`config.mk`:
```
export PLATFORM = sky130hd
export DESIGN_NAME = flash_tester_top
export DESIGN_NICKNAME = d
export VERILOG_FILES = /design/src/hw/flash_cmd_pkg.sv /design/src/hw/tester_pkg.sv /design/src/hw/flash_op_port.sv /design/src/hw/flash_erase_seq.sv /design/src/hw/flash_rw_seq.sv /design/src/hw/flash_mode_ctrl.sv /design/src/hw/flash_tester_top.sv
export VERILOG_INCLUDE_DIRS = /design/src /design/src/hw
export SDC_FILE = /design/constraint.sdc
export NUM_CORES = 1
export LEC_CHECK = 0
export CAP_MARGIN = 5
export CORE_UTILIZATION = 45
export DETAILED_ROUTE_END_ITERATION = 16
export DONT_BUFFER_PORTS = 1
export PLACE_DENSITY_LB_ADDON = 0.2
export REMOVE_ABC_BUFFERS = 1
export SLEW_MARGIN = 30
export SYNTH_ARGS = -nofsm -noshare
export SYNTH_HDL_FRONTEND = slang
export SYNTH_HIERARCHICAL = 1
export SYNTH_SLANG_ARGS = --single-unit
export TNS_END_PERCENT = 30
```
`constraint.sdc`:
```
create_clock -name clock -period 6.89 [get_ports clock]
set_input_delay 0.3445 -clock clock [delete_from_list [all_inputs] [get_ports clock]]
set_output_delay 0.3445 -clock clock [all_outputs]
set_load 0.01 [all_outputs]
```
`src/hw/flash_tester_macros.svh`:
```
`ifndef FLASH_TESTER_MACROS_SVH
`define FLASH_TESTER_MACROS_SVH

////////////////////////////////////////////////////////////
// Flash geometry
////////////////////////////////////////////////////////////

`define FLASH_ADDR_W        23      // Word address bits
`define FLASH_DATA_W        16      // Word data bits
`define FLASH_BLOCK_SIZE    65536   // Words per erase block

// Init erases only the first blocks of the device
`define FLASH_ERASE_BLOCKS  10

// Writing here completes but raises the write error
`define FLASH_LAST_ADDRESS  ({`FLASH_ADDR_W{1'b1}})

`endif

```
`src/hw/flash_cmd_pkg.sv`:
```
package flash_cmd_pkg;

   // Operation codes towards the flash interface
   typedef enum logic [1:0]
   {
      FLASHOP_IDLE  = 2'b00,
      FLASHOP_READ  = 2'b01,
      FLASHOP_WRITE = 2'b10
   } flash_op_t;

   // Command words written to the device
   typedef enum logic [15:0]
   {
      CMD_READ_ID     = 16'h0090,
      CMD_READ_ARRAY  = 16'h00FF,
      CMD_CLEAR_LOCKS = 16'h0060,
      CMD_CONFIRM     = 16'h00D0,   // Second cycle of lock clear and erase
      CMD_ERASE_BLOCK = 16'h0020,
      CMD_WRITE_SETUP = 16'h0040
   } flash_cmd_t;

   // Identifier words returned in read ID mode
   localparam logic [15:0] FLASH_MANUFACTURER_ID = 16'h0089;   // Manufacturer code
   localparam logic [15:0] FLASH_SIZE_ID         = 16'h0018;   // 128 Mbit

endpackage

```
`src/hw/tester_pkg.sv`:
```
package tester_pkg;

   typedef enum logic [1:0]
   {
      MODE_IDLE  = 2'd0,
      MODE_INIT  = 2'd1,
      MODE_WRITE = 2'd2,
      MODE_READ  = 2'd3
   } host_mode_t;

   // Phase codes first, then error codes
   typedef enum logic [3:0]
   {
      STATUS_RESET             = 4'h0,
      STATUS_READ_ID           = 4'h1,
      STATUS_CLEAR_LOCKS       = 4'h2,
      STATUS_ERASING           = 4'h3,
      STATUS_WRITING           = 4'h4,
      STATUS_READING           = 4'h5,
      STATUS_SUCCESS           = 4'h6,
      STATUS_BAD_MANUFACTURER  = 4'h7,
      STATUS_BAD_SIZE          = 4'h8,
      STATUS_LOCK_BIT_ERROR    = 4'h9,
      STATUS_ERASE_BLOCK_ERROR = 4'hA,
      STATUS_WRITE_ERROR       = 4'hB
   } tester_status_t;

   typedef enum logic [3:0]
   {
      ES_IDLE, ES_READ_MFR, ES_CHECK_MFR, ES_CHECK_SIZE, ES_LOCK_CONFIRM,
      ES_ERASE_CMD, ES_ERASE_CONFIRM, ES_POLL_RD, ES_POLL_CHK
   } erase_state_t;

   typedef enum logic [2:0]
   {
      RW_IDLE, RW_WRITE_DATA, RW_POLL_RD, RW_POLL_CHK, RW_READ, RW_CAPTURE
   } rw_state_t;

endpackage

```
`src/hw/flash_op_port.sv`:
```
`include "flash_tester_macros.svh"

module flash_op_port
(
   input  logic                        clock,
   input  logic                        reset,
   input  logic                        fbusy,
   input  logic                        erase_req,
   input  logic                        rw_req,
   input  flash_cmd_pkg::flash_op_t    erase_op,
   input  flash_cmd_pkg::flash_op_t    rw_op,
   input  logic [`FLASH_ADDR_W-1:0]    erase_addr,
   input  logic [`FLASH_ADDR_W-1:0]    rw_addr,
   input  logic [`FLASH_DATA_W-1:0]    erase_data,
   input  logic [`FLASH_DATA_W-1:0]    rw_data,
   output flash_cmd_pkg::flash_op_t    fop,
   output logic [`FLASH_ADDR_W-1:0]    faddress,
   output logic [`FLASH_DATA_W-1:0]    fwdata,
   output logic                        step
);
   import flash_cmd_pkg::*;

   logic load;

   // Flash free and no operation in flight
   assign step = !fbusy && (fop == FLASHOP_IDLE);
   assign load = step && (erase_req || rw_req);

   always_ff @(posedge clock)
   begin
      if (reset)
         fop <= FLASHOP_IDLE;
      else if (load)
         fop <= erase_req ? erase_op : rw_op;
      else
         fop <= FLASHOP_IDLE;   // Single cycle strobe
   end

   always_ff @(posedge clock)
   begin
      if (load)
      begin
         faddress <= erase_req ? erase_addr : rw_addr;
         fwdata   <= erase_req ? erase_data : rw_data;
      end
   end

endmodule

```
`src/hw/flash_erase_seq.sv`:
```
`include "flash_tester_macros.svh"

module flash_erase_seq
(
   input  logic                        clock,
   input  logic                        reset,
   input  logic                        step,
   input  logic                        start,
   input  logic [`FLASH_DATA_W-1:0]    frdata,
   output logic                        req,
   output flash_cmd_pkg::flash_op_t    req_op,
   output logic [`FLASH_ADDR_W-1:0]    req_addr,
   output logic [`FLASH_DATA_W-1:0]    req_data,
   output logic                        done,
   output logic                        err,
   output logic                        erase_done,
   output logic                        phase_valid,
   output tester_pkg::tester_status_t  err_code,
   output tester_pkg::tester_status_t  phase_code
);
   import flash_cmd_pkg::*;
   import tester_pkg::*;

   localparam logic [`FLASH_ADDR_W-1:0] BLOCK_STEP = `FLASH_BLOCK_SIZE;
   localparam logic [`FLASH_ADDR_W-1:0] LAST_BLOCK =
      (`FLASH_ERASE_BLOCKS - 1) * `FLASH_BLOCK_SIZE;

   erase_state_t state;
   erase_state_t next_state;
   logic [`FLASH_ADDR_W-1:0] block_addr;
   logic erasing;   // Current poll belongs to a block erase
   logic sr_ready;
   logic sr_error;

   assign sr_ready   = frdata[7];
   assign sr_error   = |frdata[6:1];
   assign erase_done = done;

   always_comb
   begin
      req         = 1'b0;
      req_op      = FLASHOP_IDLE;
      req_addr    = block_addr;   // Zero until the erase phase
      req_data    = CMD_CONFIRM;
      done        = 1'b0;
      err         = 1'b0;
      err_code    = STATUS_RESET;
      phase_valid = 1'b0;
      phase_code  = STATUS_READ_ID;
      next_state  = state;
      if (step)
      begin
         case (state)
            ES_IDLE:
               if (start)
               begin
                  req         = 1'b1;
                  req_op      = FLASHOP_WRITE;
                  req_data    = CMD_READ_ID;
                  phase_valid = 1'b1;
                  next_state  = ES_READ_MFR;
               end
            ES_READ_MFR:
            begin
               req        = 1'b1;
               req_op     = FLASHOP_READ;
               next_state = ES_CHECK_MFR;
            end
            ES_CHECK_MFR:
               if (frdata != FLASH_MANUFACTURER_ID)
               begin
                  err        = 1'b1;
                  err_code   = STATUS_BAD_MANUFACTURER;
                  next_state = ES_IDLE;
               end
               else
               begin
                  req        = 1'b1;
                  req_op     = FLASHOP_READ;
                  req_addr   = `FLASH_ADDR_W'd1;   // Size code word
                  next_state = ES_CHECK_SIZE;
               end
            ES_CHECK_SIZE:
               if (frdata != FLASH_SIZE_ID)
               begin
                  err        = 1'b1;
                  err_code   = STATUS_BAD_SIZE;
                  next_state = ES_IDLE;
               end
               else
               begin
                  req         = 1'b1;
                  req_op      = FLASHOP_WRITE;
                  req_data    = CMD_CLEAR_LOCKS;
                  phase_valid = 1'b1;
                  phase_code  = STATUS_CLEAR_LOCKS;
                  next_state  = ES_LOCK_CONFIRM;
               end
            ES_ERASE_CMD:
            begin
               req         = 1'b1;
               req_op      = FLASHOP_WRITE;
               req_data    = CMD_ERASE_BLOCK;
               phase_valid = 1'b1;
               phase_code  = STATUS_ERASING;
               next_state  = ES_ERASE_CONFIRM;
            end
            ES_LOCK_CONFIRM, ES_ERASE_CONFIRM:
            begin
               req        = 1'b1;
               req_op     = FLASHOP_WRITE;
               next_state = ES_POLL_RD;
            end
            ES_POLL_RD:
            begin
               req        = 1'b1;
               req_op     = FLASHOP_READ;
               next_state = ES_POLL_CHK;
            end
            ES_POLL_CHK:
               if (!sr_ready)
               begin
                  req    = 1'b1;   // Device still busy, read status again
                  req_op = FLASHOP_READ;
               end
               else if (sr_error)
               begin
                  err        = 1'b1;
                  err_code   = erasing ? STATUS_ERASE_BLOCK_ERROR : STATUS_LOCK_BIT_ERROR;
                  next_state = ES_IDLE;
               end
               else if (erasing && (block_addr == LAST_BLOCK))
               begin
                  done       = 1'b1;
                  next_state = ES_IDLE;
               end
               else
                  next_state = ES_ERASE_CMD;
            default:
               next_state = ES_IDLE;
         endcase
      end
   end

   always_ff @(posedge clock)
   begin
      if (reset)
      begin
         state      <= ES_IDLE;
         block_addr <= '0;
         erasing    <= 1'b0;
      end
      else
      begin
         state <= next_state;
         if (start)
         begin
            block_addr <= '0;
            erasing    <= 1'b0;
         end
         if (state == ES_ERASE_CMD)
            erasing <= 1'b1;
         if ((state == ES_POLL_CHK) && (next_state == ES_ERASE_CMD) && erasing)
            block_addr <= block_addr + BLOCK_STEP;   // Next block
      end
   end

endmodule

```
`src/hw/flash_rw_seq.sv`:
```
`include "flash_tester_macros.svh"

module flash_rw_seq
(
   input  logic                        clock,
   input  logic                        reset,
   input  logic                        step,
   input  logic                        start_write,
   input  logic                        start_read,
   input  logic                        erase_done,
   input  logic [`FLASH_DATA_W-1:0]    data_in,
   input  logic [`FLASH_ADDR_W-1:0]    addr_in,
   input  logic [`FLASH_DATA_W-1:0]    frdata,
   output logic                        req,
   output flash_cmd_pkg::flash_op_t    req_op,
   output logic [`FLASH_ADDR_W-1:0]    req_addr,
   output logic [`FLASH_DATA_W-1:0]    req_data,
   output logic [`FLASH_DATA_W-1:0]    rd_data,
   output logic                        done,
   output logic                        err,
   output logic                        phase_valid,
   output tester_pkg::tester_status_t  err_code,
   output tester_pkg::tester_status_t  phase_code
);
   import flash_cmd_pkg::*;
   import tester_pkg::*;

   rw_state_t state;
   rw_state_t next_state;
   logic [`FLASH_ADDR_W-1:0] wptr;    // Next word to program
   logic [`FLASH_ADDR_W-1:0] raddr;
   logic [`FLASH_DATA_W-1:0] wdata;

   assign err_code = STATUS_WRITE_ERROR;

   always_comb
   begin
      req         = 1'b0;
      req_op      = FLASHOP_IDLE;
      req_addr    = wptr;
      req_data    = wdata;
      done        = 1'b0;
      err         = 1'b0;
      phase_valid = 1'b0;
      phase_code  = STATUS_WRITING;
      next_state  = state;
      if (step)
      begin
         case (state)
            RW_IDLE:
               if (start_write)
               begin
                  req         = 1'b1;
                  req_op      = FLASHOP_WRITE;
                  req_data    = CMD_WRITE_SETUP;
                  phase_valid = 1'b1;
                  next_state  = RW_WRITE_DATA;
               end
               else if (start_read)
               begin
                  req         = 1'b1;   // Read array mode before every read
                  req_op      = FLASHOP_WRITE;
                  req_addr    = '0;
                  req_data    = CMD_READ_ARRAY;
                  phase_valid = 1'b1;
                  phase_code  = STATUS_READING;
                  next_state  = RW_READ;
               end
            RW_WRITE_DATA:
            begin
               req        = 1'b1;
               req_op     = FLASHOP_WRITE;
               next_state = RW_POLL_RD;
            end
            RW_POLL_RD:
            begin
               req        = 1'b1;
               req_op     = FLASHOP_READ;
               next_state = RW_POLL_CHK;
            end
            RW_POLL_CHK:
               if (!frdata[7])
               begin
                  req    = 1'b1;   // Program still running
                  req_op = FLASHOP_READ;
               end
               else
               begin
                  err        = (|frdata[6:1]) || (wptr == `FLASH_LAST_ADDRESS);
                  done       = !err;
                  next_state = RW_IDLE;
               end
            RW_READ:
            begin
               req        = 1'b1;
               req_op     = FLASHOP_READ;
               req_addr   = raddr;
               next_state = RW_CAPTURE;
            end
            RW_CAPTURE:
            begin
               done       = 1'b1;
               next_state = RW_IDLE;
            end
            default:
               next_state = RW_IDLE;
         endcase
      end
   end

   always_ff @(posedge clock)
   begin
      if (reset)
      begin
         state <= RW_IDLE;
         wptr  <= '0;
      end
      else
      begin
         state <= next_state;
         if (erase_done)
            wptr <= '0;
         else if (done && (state == RW_POLL_CHK))
            wptr <= wptr + 1'b1;
      end
   end

   always_ff @(posedge clock)
   begin
      if (start_write)
         wdata <= data_in;
      if (start_read)
         raddr <= addr_in;
      if (done && (state == RW_CAPTURE))
         rd_data <= frdata;   // Word from the read at raddr
   end

endmodule

```
`src/hw/flash_mode_ctrl.sv`:
```
module flash_mode_ctrl
(
   input  logic                        clock,
   input  logic                        reset,
   input  logic                        step,
   input  tester_pkg::host_mode_t      mode,
   output logic                        busy,
   output tester_pkg::tester_status_t  status,
   output logic                        start_init,
   output logic                        start_write,
   output logic                        start_read,
   input  logic                        seq_done,
   input  logic                        seq_err,
   input  tester_pkg::tester_status_t  err_code,
   input  tester_pkg::tester_status_t  phase_code,
   input  logic                        phase_valid
);
   import tester_pkg::*;

   typedef enum logic [1:0]
   {
      CTRL_HOME,
      CTRL_INIT,
      CTRL_RW,
      CTRL_HALT
   } ctrl_state_t;

   ctrl_state_t state;
   logic at_home;

   assign at_home     = step && (state == CTRL_HOME);
   assign start_init  = at_home && (mode == MODE_INIT);
   assign start_write = at_home && (mode == MODE_WRITE);
   assign start_read  = at_home && (mode == MODE_READ);

   always_ff @(posedge clock)
   begin
      if (reset)
      begin
         state  <= CTRL_HOME;
         busy   <= 1'b1;
         status <= STATUS_RESET;
      end
      else
      begin
         if (phase_valid)
            status <= phase_code;
         case (state)
            CTRL_HOME:
               if (step)
               begin
                  busy <= (mode != MODE_IDLE);   // Falls only on an idle mode
                  if (mode == MODE_INIT)
                     state <= CTRL_INIT;
                  else if (mode != MODE_IDLE)
                     state <= CTRL_RW;
               end
            CTRL_INIT, CTRL_RW:
               if (seq_err)
               begin
                  status <= err_code;
                  state  <= CTRL_HALT;
               end
               else if (seq_done)
               begin
                  if (state == CTRL_INIT)
                     status <= STATUS_SUCCESS;
                  state <= CTRL_HOME;
               end
            default:
               busy <= 1'b1;   // Halted until reset
         endcase
      end
   end

endmodule

```
`src/hw/flash_tester_top.sv`:
```
`include "flash_tester_macros.svh"

module flash_tester_top
(
   input  logic                        clock,
   input  logic                        reset,
   input  tester_pkg::host_mode_t      mode,
   input  logic [`FLASH_DATA_W-1:0]    data_in,
   input  logic [`FLASH_ADDR_W-1:0]    addr_in,
   output logic                        busy,
   output tester_pkg::tester_status_t  status,
   output logic [`FLASH_DATA_W-1:0]    rd_data,
   output flash_cmd_pkg::flash_op_t    fop,
   output logic [`FLASH_ADDR_W-1:0]    faddress,
   output logic [`FLASH_DATA_W-1:0]    fwdata,
   input  logic [`FLASH_DATA_W-1:0]    frdata,
   input  logic                        fbusy
);
   import flash_cmd_pkg::*;
   import tester_pkg::*;

   logic step;
   logic start_init;
   logic start_write;
   logic start_read;
   logic seq_done;
   logic seq_err;
   logic phase_valid;
   tester_status_t err_code;
   tester_status_t phase_code;

   logic erase_req;
   flash_op_t erase_op;
   logic [`FLASH_ADDR_W-1:0] erase_addr;
   logic [`FLASH_DATA_W-1:0] erase_data;
   logic erase_seq_done;
   logic erase_err;
   logic wptr_clear;
   logic erase_phase_valid;
   tester_status_t erase_err_code;
   tester_status_t erase_phase_code;

   logic rw_req;
   flash_op_t rw_op;
   logic [`FLASH_ADDR_W-1:0] rw_addr;
   logic [`FLASH_DATA_W-1:0] rw_data;
   logic rw_done;
   logic rw_err;
   logic rw_phase_valid;
   tester_status_t rw_err_code;
   tester_status_t rw_phase_code;

   ////////////////////////////////////////////////////////////
   // Sequencer results toward the controller
   ////////////////////////////////////////////////////////////

   // Only one sequencer runs at a time
   assign seq_done    = erase_seq_done | rw_done;
   assign seq_err     = erase_err | rw_err;
   assign err_code    = erase_err ? erase_err_code : rw_err_code;
   assign phase_valid = erase_phase_valid | rw_phase_valid;
   assign phase_code  = erase_phase_valid ? erase_phase_code : rw_phase_code;

   flash_mode_ctrl mode_ctrl_inst
   (
      .clock(clock), .reset(reset), .step(step), .mode(mode), .busy(busy),
      .status(status), .start_init(start_init), .start_write(start_write),
      .start_read(start_read), .seq_done(seq_done), .seq_err(seq_err),
      .err_code(err_code), .phase_code(phase_code), .phase_valid(phase_valid)
   );

   flash_erase_seq erase_seq_inst
   (
      .clock(clock), .reset(reset), .step(step), .start(start_init),
      .frdata(frdata), .req(erase_req), .req_op(erase_op), .req_addr(erase_addr),
      .req_data(erase_data), .done(erase_seq_done), .err(erase_err),
      .erase_done(wptr_clear), .phase_valid(erase_phase_valid),
      .err_code(erase_err_code), .phase_code(erase_phase_code)
   );

   flash_rw_seq rw_seq_inst
   (
      .clock(clock), .reset(reset), .step(step), .start_write(start_write),
      .start_read(start_read), .erase_done(wptr_clear), .data_in(data_in),
      .addr_in(addr_in), .frdata(frdata), .req(rw_req), .req_op(rw_op),
      .req_addr(rw_addr), .req_data(rw_data), .rd_data(rd_data), .done(rw_done),
      .err(rw_err), .phase_valid(rw_phase_valid), .err_code(rw_err_code),
      .phase_code(rw_phase_code)
   );

   flash_op_port op_port_inst
   (
      .clock(clock), .reset(reset), .fbusy(fbusy), .erase_req(erase_req),
      .rw_req(rw_req), .erase_op(erase_op), .rw_op(rw_op),
      .erase_addr(erase_addr), .rw_addr(rw_addr), .erase_data(erase_data),
      .rw_data(rw_data), .fop(fop), .faddress(faddress), .fwdata(fwdata),
      .step(step)
   );

endmodule

```
## Word level (Yosys, flattened, before mapping)

Cells that the tools add are included.

| word-level totals | value |
|---|---|
| output and inout port bits | 62 |
| input bits | 60 |
| word-level logic and storage cells | 189 |
| register bits after elaboration | 157 |

| cells by class | value |
|---|---|
| reductions and logical operators | 36 |
| bitwise logic cells | 5 |
| add/subtract/negate cells | 2 |
| muxes and demuxes | 104 |
| equality and inequality tests | 28 |

Operators by type and width:

| kind | number |
|---|---|
| 23-bit two-way mux | 9 |
| 16-bit two-way mux | 6 |
| 4-bit two-way mux | 19 |
| 16-bit one-hot mux with 3 select lines | 1 |
| 23-bit one-hot mux with 2 select lines | 1 |
| 1-bit two-way mux | 32 |
| 4-bit one-hot mux with 8 select lines | 1 |
| 2-bit two-way mux | 15 |
| 23-bit by 1-bit adder with 23-bit output, second input constant | 1 |
| 23-bit by 17-bit adder with 23-bit output, second input constant | 1 |
| 23-bit by 20-bit equality test with 1-bit output, second input constant | 1 |
| 23-bit equality test, second input constant | 1 |
| 4-bit by 3-bit equality test with 1-bit output, second input constant | 5 |
| 3-bit two-way mux | 6 |
| 16-bit by 5-bit != test with 1-bit output, second input constant | 1 |
| 16-bit by 8-bit != test with 1-bit output, second input constant | 1 |
| 3-bit one-hot mux with 5 select lines | 1 |
| 2-bit one-hot mux with 6 select lines | 1 |
| 4-bit one-hot mux with 3 select lines | 1 |
| 2-bit OR reduction | 6 |
| 1-bit logical AND | 11 |
| 1-bit one-hot mux with 3 select lines | 3 |
| 4-bit by 2-bit equality test with 1-bit output, second input constant | 2 |
| 8-bit two-way mux | 1 |
| other kinds (31) | 48 |

## Depth between registers and ports, before layout

| depth | value |
|---|---|
| depth after elaboration | 14 |
| gate-level depth with buffers | 12 |

## Hierarchy

The synthesis kept the hierarchy.

Modules (own cells, without submodules):

| module | cells each | sequential area each (µm²) | instances | area an instance (µm²) |
|---|---|---|---|---|
| flash_rw_seq | 329 | 2172.1 | 1 | 3718.6 |
| flash_op_port | 93 | 1211.2 | 1 | 1732.9 |
| flash_erase_seq | 173 | 240.2 | 1 | 1287.5 |
| flash_mode_ctrl | 48 | 140.1 | 1 | 439.2 |
| flash_tester_top | 11 | 0.0 | 1 | 108.9 |

## Worst setup path after synthesis

Ideal clock, no wire load.

| path | value |
|---|---|
| path type | register to register |
| start point | register op_port_inst.fop[1] |
| end point | register op_port_inst.faddress[0], enable pin |
| clock period less this slack | 4.644 ns |
| arrival | 4.209 ns |
| setup time | 0.435 ns |
| path buffers | 0 |
| stages on the path, launching flop included | 9 |
| path slack | 2.246 ns |
| cells stage by stage | dfxtp_1 -> or3_4 -> inv_1 -> nand3_1 -> nor2_1 -> o311a_1 -> or2_2 -> nor2_1 -> nor2_1 |

| on the way | value |
|---|---|
| longest elaborated chain between the ends | 10 |
| elaborated cells on any way between the ends | 15 |

RTL lines:

| what | line | text |
|---|---|---|
| start, declared | flash_op_port.sv:16 | `output flash_cmd_pkg::flash_op_t fop,` |
| start signal, assigned | flash_op_port.sv:34 | `fop <= erase_req ? erase_op : rw_op;` |
| 2-bit logical NOT | flash_op_port.sv:26 | `assign step = !fbusy && (fop == FLASHOP_IDLE);` |
| 1-bit logical AND | flash_op_port.sv:26 |  |
| via step | flash_tester_top.sv:22 | `logic step;` |
| 1-bit logical AND | flash_mode_ctrl.sv:31 | `assign at_home = step && (state == CTRL_HOME);` |
| 1-bit logical AND | flash_mode_ctrl.sv:34 | `assign start_read = at_home && (mode == MODE_READ);` |
| via start_read | flash_tester_top.sv:25 | `logic start_read;` |
| 1-bit two-way mux | flash_rw_seq.sv:59 | `else if (start_read)` |
| 1-bit two-way mux | flash_rw_seq.sv:51 | `if (start_write)` |
| 1-bit one-hot mux with 3 select lines | flash_rw_seq.sv:49 | `case (state)` |
| 1-bit two-way mux | flash_rw_seq.sv:47 | `if (step)` |
| via rw_req | flash_tester_top.sv:43 | `logic rw_req;` |
| 1-bit logical OR | flash_op_port.sv:27 | `assign load = step && (erase_req \|\| rw_req);` |
| 1-bit logical AND | flash_op_port.sv:27 |  |
| via op_port_inst.load | flash_op_port.sv:23 | `logic load;` |
| end signal, assigned | flash_op_port.sv:43 | `faddress <= erase_req ? erase_addr : rw_addr;` |
| end, declared | flash_op_port.sv:17 | `` output logic [`FLASH_ADDR_W-1:0] faddress, `` |

The timed path passes the listed nets, and every way through them passes these cells.
A chain may end at the register's enable or synchronous reset.

## Worst setup path after layout

| path | value |
|---|---|
| start point | register op_port_inst.fop[1] |
| end point | register op_port_inst.faddress[5], enable pin |

| on the way | value |
|---|---|
| elaborated cells on any way between the ends | 15 |

RTL lines:

| what | line | text |
|---|---|---|
| 2-bit logical NOT | flash_op_port.sv:26 |  |
| 1-bit logical AND | flash_op_port.sv:26 |  |
| via step | flash_tester_top.sv:22 |  |
| 1-bit logical AND | flash_mode_ctrl.sv:31 |  |
| 1-bit logical AND | flash_mode_ctrl.sv:32 | `assign start_init = at_home && (mode == MODE_INIT);` |
| via start_init | flash_tester_top.sv:23 | `logic start_init;` |
| 1-bit two-way mux | flash_erase_seq.sv:55 | `if (start)` |
| 1-bit one-hot mux with 5 select lines | flash_erase_seq.sv:53 | `case (state)` |
| 1-bit two-way mux | flash_erase_seq.sv:51 | `if (step)` |
| via erase_req | flash_tester_top.sv:32 | `logic erase_req;` |
| 1-bit logical OR | flash_op_port.sv:27 |  |
| 1-bit logical AND | flash_op_port.sv:27 |  |
| via op_port_inst.load | flash_op_port.sv:23 |  |

The timed path passes the listed nets, and every way through them passes these cells.

==> flow_metrics.py <==
metrics = {
    "yosys": {
        "ys_top_cells_by_count": "94 x edfxtp_1, 64 x nor2_1, 47 x dfxtp_1",
        "syn_inst": 654,
        "synth-seq-area-share_pct": 51.6,
        "synth_area_per_cell_sq_um": 11.1,
        "synth_edf_count": 94,
        "yosys_warnings": 6,
        "postSynth.asyncResetShare_pct": 0,
        "yosys-top-cells-area": "edfxtp_1 39%, dfxtp_1 13%, mux2_2 6.8%",
        "ys_ff_latch": 141,
        "yosysTopAreaCell": "edfxtp_1",
        "yosysTopAreaCellShare_pct": 38.7,
        "synthFlopType": "edfxtp_1",
        "yosysMostFrequentCell": "edfxtp_1",
        "synth_area_sq_um": 7290,
        "ys_types": 77,
    },
    "route": {
        "route.detailed.drc": 0,
        "first_iter_violations": 294,
        "wl_microns": 15700,
        "drt_pass1_iterations": 5,
        "vias": 4973,
        "post_drt_wl_per_cell_microns": 17.7,
        "drtAntennaViolNets": 0,
        "vias_per_cell": 5.58,
    },
    "sta": {
        "hold-worst-slack_ns": 0.0243,
        "layout_setup_ws_ns": 2.71,
        "tightest_slew_ns": 0.945,
        "fin_crit_ns": 4.18,
        "finalCritPeriodShare_pct": 60.6,
        "timing.fmax_ghz": 0.240,
        "slew_violations": 0,
        "final.setup_skew_ns": 0.00776,
        "setup_viol": 0,
        "finalHoldViolCount": 0,
        "relSlewSlack_pct": 37.0,
        "rsz0062_at_grt": "no",
    },
    "global_routing": {
        "grt-ovfl-total": 0,
        "track_usage_pct": 19.3,
        "grt_pass1_wl_microns": 24500,
        "grt_max_degree": 43,
        "first_global_vias": 4614,
        "antenna_found_initial": 0,
    },
    "worst_setup_path": {
        "worstReg2RegEnd": "op_port_inst/faddress[5]",
        "cp_slowest_stage_delay_ns": 0.49,
        "end_kind": "register",
        "startpoint": "op_port_inst/fop[1]",
        "rr_worst_depth": 13,
        "path_cells": "or3_4 > inv_1 > buf_4 > nand2_1 > nor3_1 > nor2b_1 > nor4_1 > a211oi_4 > buf_4 > nor2_1 > nor2_4 > buf_8 > buf_16",
        "required_ns": 7.01,
        "critPathMostFrequentCell": "buf_4",
        "crit_slowest_cell": "nor3_1",
        "worstSetupPathType": "reg -> reg",
        "cp-start-kind": "register",
        "rrSetupSlack_ns": 2.71,
        "crit_end": "op_port_inst/faddress[5]",
        "worstPathMaxFanout": 42,
        "r2r_start": "op_port_inst/fop[1]",
        "worstPathArrival_ns": 4.30,
    },
    "clock_tree": {
        "clock_sinks": 141,
        "insertion_delay_ns": 0.41,
        "numCtsBuffers": 17,
        "htree_levels": 4,
        "cts_root_buf": "clkbuf_16",
        "cts_tree": "done",
        "ctsResizeCount": 0,
        "cts_hold_buf": 2,
        "postCtsSetupRepairBufs": 0,
        "clkTransAtPathRegs_ns": 0.06,
        "cts.path.max_buffers": 2,
    },
    "die": {
        "dieArea_sq_um": 16700,
        "boundaryPins": 122,
        "start_util_pct": 46.0,
        "dieWidth_microns": 129,
        "dieHeight_microns": 129,
        "rows": 46,
        "core_area_sq_um": 15800,
    },
    "placement": {
        "place_inst": 840,
        "pre_cts_slack_ns": 2.71,
        "routabilityCongestion": 0.851,
        "io_buffers": 0,
        "hpwl_microns": 10800,
    },
    "finish": {
        "final_cells": 891,
        "final_layout_size_suffix_gt1_share_pct": 17.3,
        "diodes": 0,
        "syn_to_final_growth_pct": 11.2,
        "nNetsFinal": 728,
        "fillers": 1402,
    },
    "power": {
        "p_leak_uw": 0.00288,
        "powerDensity_nw_per_um2": 274,
        "p_total_uw": 2220,
        "ir_drop_mv": 0.171,
    },
    "run": {
        "drv_cap": 0,
    },
    "min_path": {
        "hold_class": "in -> reg",
        "hp-start": "reset",
        "hold_depth": 1,
    },
    "outcome": {
        "status": "finished clean",
    },
}
[stage by stage]
| stage | cell area, sq um | TNS [ns] | utilization, % |
|---|---|---|---|
| global route | 8100 | 0 | 51.2 |
| CTS | 7930 | 0 | 50.1 |
| global placement | 7290 | 0 | 46.0 |
| detailed placement | 7340 | 0 | 46.4 |
| finish | 8100 | 0 | 51.2 |
| floorplan | 6970 | -36.75 | - |
[critical path: cells and delay by family, from the launching register on]
kind / cells / cell delay, ns
flip-flops: 1 / 0.34
buffers and inverters: 5 / 1.30
AND/OR/NAND/NOR: 7 / 1.97
AO/OA/AOI/OAI: 1 / 0.24
[layer usage]
metal	GRT usage [%]	vias up	part of all wire, %
met5	0	-	0
met4	7.54	0	2.2
met3	6.52	27	6.2
met2	29.6	143	46
met1	25.1	2413	46
li1	-	2390	-
[registers in the layout, summed over array words and instances (netlist names)]
register / count
erase_seq_inst/block_addr: 7
erase_seq_inst/state: 4
mode_ctrl_inst/busy: 1
mode_ctrl_inst/state: 2
rw_seq_inst/state: 3
op_port_inst/fwdata: 16
rw_seq_inst/wdata: 16
op_port_inst/faddress: 23
erase_seq_inst/erasing: 1
rw_seq_inst/raddr: 23
mode_ctrl_inst/status: 4
rw_seq_inst/wptr: 23
op_port_inst/fop: 2
rw_seq_inst/rd_data: 16
[cells by family after synthesis]
kind of cell / after synthesis / synth area share, %
flip-flops: 141 / 51.6
buffers and inverters: 82 / 6.80
AO/OA/AOI/OAI: 123 / 11.7
multiplexers: 61 / 9.27
adder cells (fa/ha/maj): 6 / 1.03
other: 3 / 0.155
AND/OR/NAND/NOR: 228 / 18.2
XOR/XNOR: 10 / 1.20
[layout by cell type (no fill, tap or decap), drive strengths merged, types with 6 or more instances in the layout]
cell | Yosys | layout
nand3 | 15 | 15
or3 | 13 | 13
a21o | 10 | 10
nor2 | 64 | 64
a21oi | 36 | 36
dfxtp | 47 | 47
or4 | 9 | 9
o21ai | 13 | 13
conb | 3 | 36
edfxtp | 94 | 94
clkbuf | 17 | 21
or2 | 10 | 10
ha | 6 | 6
dlygate4sd3 | 0 | 19
a22o | 11 | 11
a31oi | 13 | 13
inv | 13 | 14
mux2 | 52 | 52
nor3b | 8 | 8
nand2 | 31 | 31
mux2i | 9 | 9
nor2b | 18 | 18
nand4 | 11 | 11
nor3 | 11 | 11
nor4 | 12 | 12
[power breakdown]
| part | internal, uW | switching [uW] | total, uW |
|---|---|---|---|
| clock | 540 | 345 | 885 |
| sequential | 978 | 44.7 | 1020 |
| combinational | 137 | 175 | 312 |
| total | 1660 | 564 | 2220 |
[layout make-up]
| class | count | area (sq um) | area share [%] |
|---|---|---|---|
| flip-flops and latches | 141 | 3760 | 46.4 |
| clock inverters | 11 | 119 | 1.47 |
| inverters | 14 | 52.6 | 0.649 |
| clock buffers | 21 | 450 | 5.56 |
| repair buffers | 24 | 255 | 3.15 |
| multi-input cells | 464 | 3190 | 39.4 |
| well taps | 216 | 270 | 3.34 |
[worst min path at each step]
stage,end,slack (ns)
final,mode_ctrl_inst/status[0],0.02
after floorplan,erase_seq_inst/state[0],0.41
after global routing,rw_seq_inst/raddr[1],0.00003
after global placement,mode_ctrl_inst/status[1],0.42
after detailed placement,mode_ctrl_inst/status[2],0.42
after CTS,rw_seq_inst/raddr[16],0.006
(Power assumes the default switching activity.)
